===== src/rvc_macros.svh =====
`ifndef RVC_MACROS_SVH
`define RVC_MACROS_SVH

// parcel and datapath widths
`define RVC_PARCEL_W 16
`define RVC_REG_W    5
`define RVC_XLEN     32

// quadrant codes in parcel bits 1:0
`define RVC_Q0     2'b00
`define RVC_Q1     2'b01
`define RVC_Q2     2'b10
`define RVC_Q_FULL 2'b11   // not compressed, 32-bit instruction

// compressed register fields map onto x8..x15
`define RVC_CREG_BASE 2'b01

// registers implied by the expansion
`define RVC_X0 5'd0
`define RVC_X1 5'd1
`define RVC_X2 5'd2

`endif

===== src/rvc_isa_pkg.sv =====
`include "rvc_macros.svh"

package rvc_isa_pkg;

    // raw fetch parcel
    typedef logic [`RVC_PARCEL_W-1:0] parcel_t;

    // architectural register index
    typedef logic [`RVC_REG_W-1:0] reg_idx_t;

    // funct3 sits in parcel bits 15:13 for every quadrant
    typedef logic [2:0] funct3_t;

    // immediate layouts of the compressed formats
    typedef enum logic [3:0] {
        fmt_none       = 4'd0,
        fmt_ci_signed  = 4'd1,   // addi, li, andi
        fmt_ci_shamt   = 4'd2,   // slli, srli, srai
        fmt_ciw_spn    = 4'd3,   // addi4spn
        fmt_cl_cs_word = 4'd4,   // lw, sw
        fmt_ci_lwsp    = 4'd5,
        fmt_css_swsp   = 4'd6,
        fmt_ci_lui     = 4'd7,
        fmt_ci_sp16    = 4'd8,   // addi16sp
        fmt_cj_jump    = 4'd9,
        fmt_cb_branch  = 4'd10
    } imm_fmt_e;

    // 3-bit rd'/rs1'/rs2' field to full index
    function automatic reg_idx_t creg(input logic [2:0] i_field);
        return {`RVC_CREG_BASE, i_field};
    endfunction

    // funct3 of a parcel
    function automatic funct3_t parcel_funct3(input parcel_t i_p);
        return i_p[15:13];
    endfunction

endpackage


===== src/rvc_ctrl_pkg.sv =====
`include "rvc_macros.svh"

package rvc_ctrl_pkg;

    import rvc_isa_pkg::*;

    // alu operations, codes 6 and 7 left free
    typedef enum logic [3:0] {
        alu_add = 4'd1,
        alu_sub = 4'd2,
        alu_and = 4'd3,
        alu_or  = 4'd4,
        alu_xor = 4'd5,
        alu_sll = 4'd8,
        alu_srl = 4'd9,
        alu_sra = 4'd10
    } alu_op_e;

    // nine classes, so four bits
    typedef enum logic [3:0] {
        cls_none,
        cls_alu_imm,
        cls_alu_reg,
        cls_lui,
        cls_load,
        cls_store,
        cls_branch,
        cls_jump,       // jal / j
        cls_jump_reg    // jalr / jr
    } op_class_e;

    typedef logic [`RVC_XLEN-1:0] imm_t;

    // payload of the output stage
    typedef struct packed {
        reg_idx_t  rs1;
        reg_idx_t  rs2;
        reg_idx_t  rd;
        alu_op_e   alu_op;
        op_class_e op_class;
        logic      wr_en;
        logic      branch_ne;
        logic      is_nop;
        logic      is_ebreak;
        logic      is_compressed;
        imm_t      imm;
    } dec_out_t;

endpackage


===== src/rvc_imm_gen.sv =====
`timescale 1ns/1ns

module rvc_imm_gen
    import rvc_isa_pkg::*;
    import rvc_ctrl_pkg::*;
(
    input  parcel_t  i_parcel,
    input  imm_fmt_e i_fmt,
    output imm_t     o_imm
);

    logic    s;   // sign source for the signed formats
    parcel_t p;

    assign p = i_parcel;
    assign s = i_parcel[12];

    always_comb begin
        case (i_fmt)
            fmt_ci_signed: begin
                o_imm = {{27{s}}, p[6:2]};
            end
            fmt_ci_shamt: begin
                o_imm = {26'd0, p[12], p[6:2]};
            end
            fmt_ciw_spn: begin
                // nzuimm[9:6|5:4|3|2]
                o_imm = {22'd0, p[10:7], p[12:11], p[5], p[6], 2'b00};
            end
            fmt_cl_cs_word: begin
                // uimm[6|5:3|2]
                o_imm = {25'd0, p[5], p[12:10], p[6], 2'b00};
            end
            fmt_ci_lwsp: begin
                o_imm = {24'd0, p[3:2], p[12], p[6:4], 2'b00};
            end
            fmt_css_swsp: begin
                o_imm = {24'd0, p[8:7], p[12:9], 2'b00};
            end
            fmt_ci_lui: begin
                // nzimm[17:12] into the upper field
                o_imm = {{15{s}}, p[6:2], 12'd0};
            end
            fmt_ci_sp16: begin
                // nzimm[9|8:7|6|5|4], multiple of 16
                o_imm = {{23{s}}, p[4:3], p[5], p[2], p[6], 4'd0};
            end
            fmt_cj_jump: begin
                // offset[11|10|9:8|7|6|5|4|3:1]
                o_imm = {{21{s}}, p[8], p[10:9], p[6], p[7], p[2], p[11],
                         p[5:3], 1'b0};
            end
            fmt_cb_branch: begin
                // offset[8|7:6|5|4:3|2:1]
                o_imm = {{24{s}}, p[6:5], p[2], p[11:10], p[4:3], 1'b0};
            end
            default: begin
                o_imm = '0;   // no immediate, jr / jalr / register ops
            end
        endcase
    end

endmodule


===== config.mk =====
export PLATFORM = sky130hd
export DESIGN_NAME = rvc_imm_gen
export DESIGN_NICKNAME = d
export VERILOG_FILES = /design/src/rvc_isa_pkg.sv /design/src/rvc_ctrl_pkg.sv /design/src/rvc_imm_gen.sv
export VERILOG_INCLUDE_DIRS = /design/src /design/src/src
export SDC_FILE = /design/constraint.sdc
export NUM_CORES = 1
export LEC_CHECK = 0
export CELL_PAD_IN_SITES_DETAIL_PLACEMENT = 0
export CELL_PAD_IN_SITES_GLOBAL_PLACEMENT = 2
export CORE_ASPECT_RATIO = 0.7
export CORE_UTILIZATION = 36
export DETAILED_ROUTE_END_ITERATION = 8
export DONT_BUFFER_PORTS = 1
export PLACE_DENSITY_LB_ADDON = 0.1
export SLEW_MARGIN = 20
export SYNTH_ARGS = -nofsm -noshare
export SYNTH_HDL_FRONTEND = slang
export SYNTH_SLANG_ARGS = --single-unit

===== constraint.sdc =====
create_clock -name vclk -period 2.7
set_clock_uncertainty 0.2 [all_clocks]
set_input_delay 0.27 -clock vclk [all_inputs]
set_output_delay 0.27 -clock vclk [all_outputs]
set_load 0.02 [all_outputs]

==> key figures <==
Logic synthesis
  • Combinational family with the most area after synthesis: compound AO/OA/AOI/OAI gates
  • Mux cell area share after synthesis: 0.08847
  • Synth Instances: 112
  • Syn avg cell area: 7.072 um^2
  • Synth Area in Adders: 0
  • Post-Synthesis Net Count: 132
  • Yosys cell types: 44
  • Mapped cell area: 792.0 um^2
  • Post-synthesis sequential area ratio: 0
  • Synth area leaders: buf_4 (16%), a21oi_1 (7.0%), mux2_2 (5.7%), nand2b_1 (4.7%), buf_6 (4.3%)
  • Share of the synthesized area in the top cell type: 0.1611
  • Simple logic cell fraction of the synthesized area: 0.2891
  • Post-Synth XOR/XNOR Area: 0.01106
  • Yosys top cell by area: buf_4
  • Synth Area in Compound Gates: 0.3428
  • Yosys warning total: 0

Drt
  • DR pass1 iterations: 6
  • Initial DRC count: 34
  • Routed via count: 717
  • DRC viols: 2
  • Vias per cell: 6.128
  • Routed WL: 2013 um
  • WL per Instance: 17.21 um
  • Post-DRT Antenna Nets: 0

Clock network
  • Hold buffers post-CTS: 0
  • Setup repair bufs after CTS: 0
  • Post-cts sizing count: 0

GRT
  • Initial antenna violation count: 0
  • Vias in the first global route: 573
  • Overflow after GRT: 0
  • Largest net degree at the start of global routing: 28
  • GRT Overall Usage: 0.1660
  • First-pass GRT wire length: 3029 um

STA
  • Slew @ Worst Pin: 719.3 ps
  • Relative slew slack: 0.5190
  • Final Hold Fails: 0
  • RSZ-0062 raised after global routing: no
  • Final Setup Violations: 0
  • Setup TNS: 0 ps
  • Tcrit/Tclk final: 0.6862
  • Final min period: 1853 ps
  • Max-slew violations: 0
  • Max Fclk: 539.8 MHz

Setup path
  • Buf/Inv on CP: 1
  • Critical path data arrival time: 1380 ps
  • Critical path, cell by cell: and3b_1 > o221a_4 > buf_12
  • Max stage delay on crit path: 470 ps
  • Crit-path max FO: 24
  • Critical path endpoint category: primary output
  • CP max stage cell: o221a_4
  • CP Class: input pin to primary output
  • Critical path's top delay family: compound AO/OA/AOI/OAI gates
  • Setup crit start kind: input pin
  • Worst Path Required: 2230 ps

Pwr
  • Total power: 0.1189 mW
  • Gate power share: 1.000
  • Reg power frac: 0
  • Internal: 0.04285 mW
  • Sw Ratio: 0.6396
  • Leak: 0.2259 nW
  • Clk pwr share: 0
  • Max VDD drop: 0.00003659 V
  • PD cells: 180.0 nW/um^2
  • Switching pwr: 0.07605 mW

Min path
  • Worst hold endpoint: o_imm[10]
  • Hold WC Path Type: input pin to primary output
  • HP Start: i_fmt[2]
  • Hold path cells: 1

Floorplanning
  • Die Width: 58.06 um
  • Row count: 13
  • Die Area: 2395 um^2
  • Initial core utilization: 0.4024
  • Height of the die: 41.25 um
  • # IOs: 52
  • CORE AREA: 1968 um^2

Layout
  • Sequential Area: 0 um^2
  • Commonest cells after routing, fill and taps aside: a21oi_1 (11), nand2_1 (8), nand2b_1 (6), o21ai_0 (6)
  • Ant diodes: 0
  • Area growth from synthesis to final layout: -16.59%
  • Most common cell after layout, fill and taps aside: a21oi_1
  • Clock buf count: 0
  • Layout Nets: 109
  • Seq_cells: 0
  • Layout cells sized above 1: 0.1264

Placement
  • Gpl congestion: 0.7288
  • IO Port Bufs: 0
  • HPWL after DPL: 1459 um

Outcome
  • Violated checks: DRC
  • Status: finished, violations left

Job
  • Max Cap Viol: 0
-- worst max path at each step --
stage | start | to | slack (ps) | depth (start not counted)
floorplan | i_fmt[2] | o_imm[12] | 930 | 5
global route | i_fmt[3] | o_imm[17] | 780 | 3
detailed placement | i_fmt[3] | o_imm[21] | 840 | 3
global placement | i_fmt[3] | o_imm[21] | 850 | 3
finish | i_fmt[3] | o_imm[21] | 850 | 3
CTS | i_fmt[3] | o_imm[21] | 840 | 3
-- logic make-up after synthesis --
logic type,after synthesis
simple gates,36
buf+inv,30
xor+xnor,1
compound gates,39
mux,6
-- per-stage QoR --
step           setup slack, ps  utilization  std cells  hold WS (ps)  cell area (um^2)
3_5_place_dp             840.5       0.3357        117         422.7             660.6
3_3_place_gp             852.5       0.3357        117         422.9             660.6
5_1_grt                  778.5       0.3357        117         423.8             660.6
2_1_floorplan            927.4            -        112         463.7             792.0
6_report                 847.3       0.3357        117         423.4             660.6
4_1_cts                  842.8       0.3357        117         422.8             660.6
-- cells in the mapped netlist, drive strengths merged, types with 2 or more instances --
master	count
nand2	8
and4b	2
nand3b	2
clkbuf	3
mux2	5
a31oi	3
nand2b	6
or2b	2
nor2b	2
a21oi	11
a22oi	2
nor2	4
o2bb2ai	2
o32ai	2
inv	4
nand4b	2
and2b	3
a211oi	2
o21ai	8
buf	23
-- cell type report --
cell class	count	area [um^2]
fillers	217	1308
inverters	4	15.01
multi-input cells	82	588.1
well taps	30	37.54
repair buffers	1	20.02
-- layer usage --
layer	up-vias	wire length, um	GRT usage
met5	-	0	0
met4	0	0	0
met3	0	132	0.01577
met2	26	887	0.2586
met1	343	993	0.2568
li1	348	-	-
-- power by group through the flow --
stage                     logic (mW)  registers (mW)  clock network (mW)
after floorplan                0.148               0                   0
after global placement         0.119               0                   0
after detailed placement       0.120               0                   0
after CTS                      0.120               0                   0
after global routing           0.129               0                   0
final                          0.119               0                   0
Note: power is estimated with default switching activity, not from simulation.
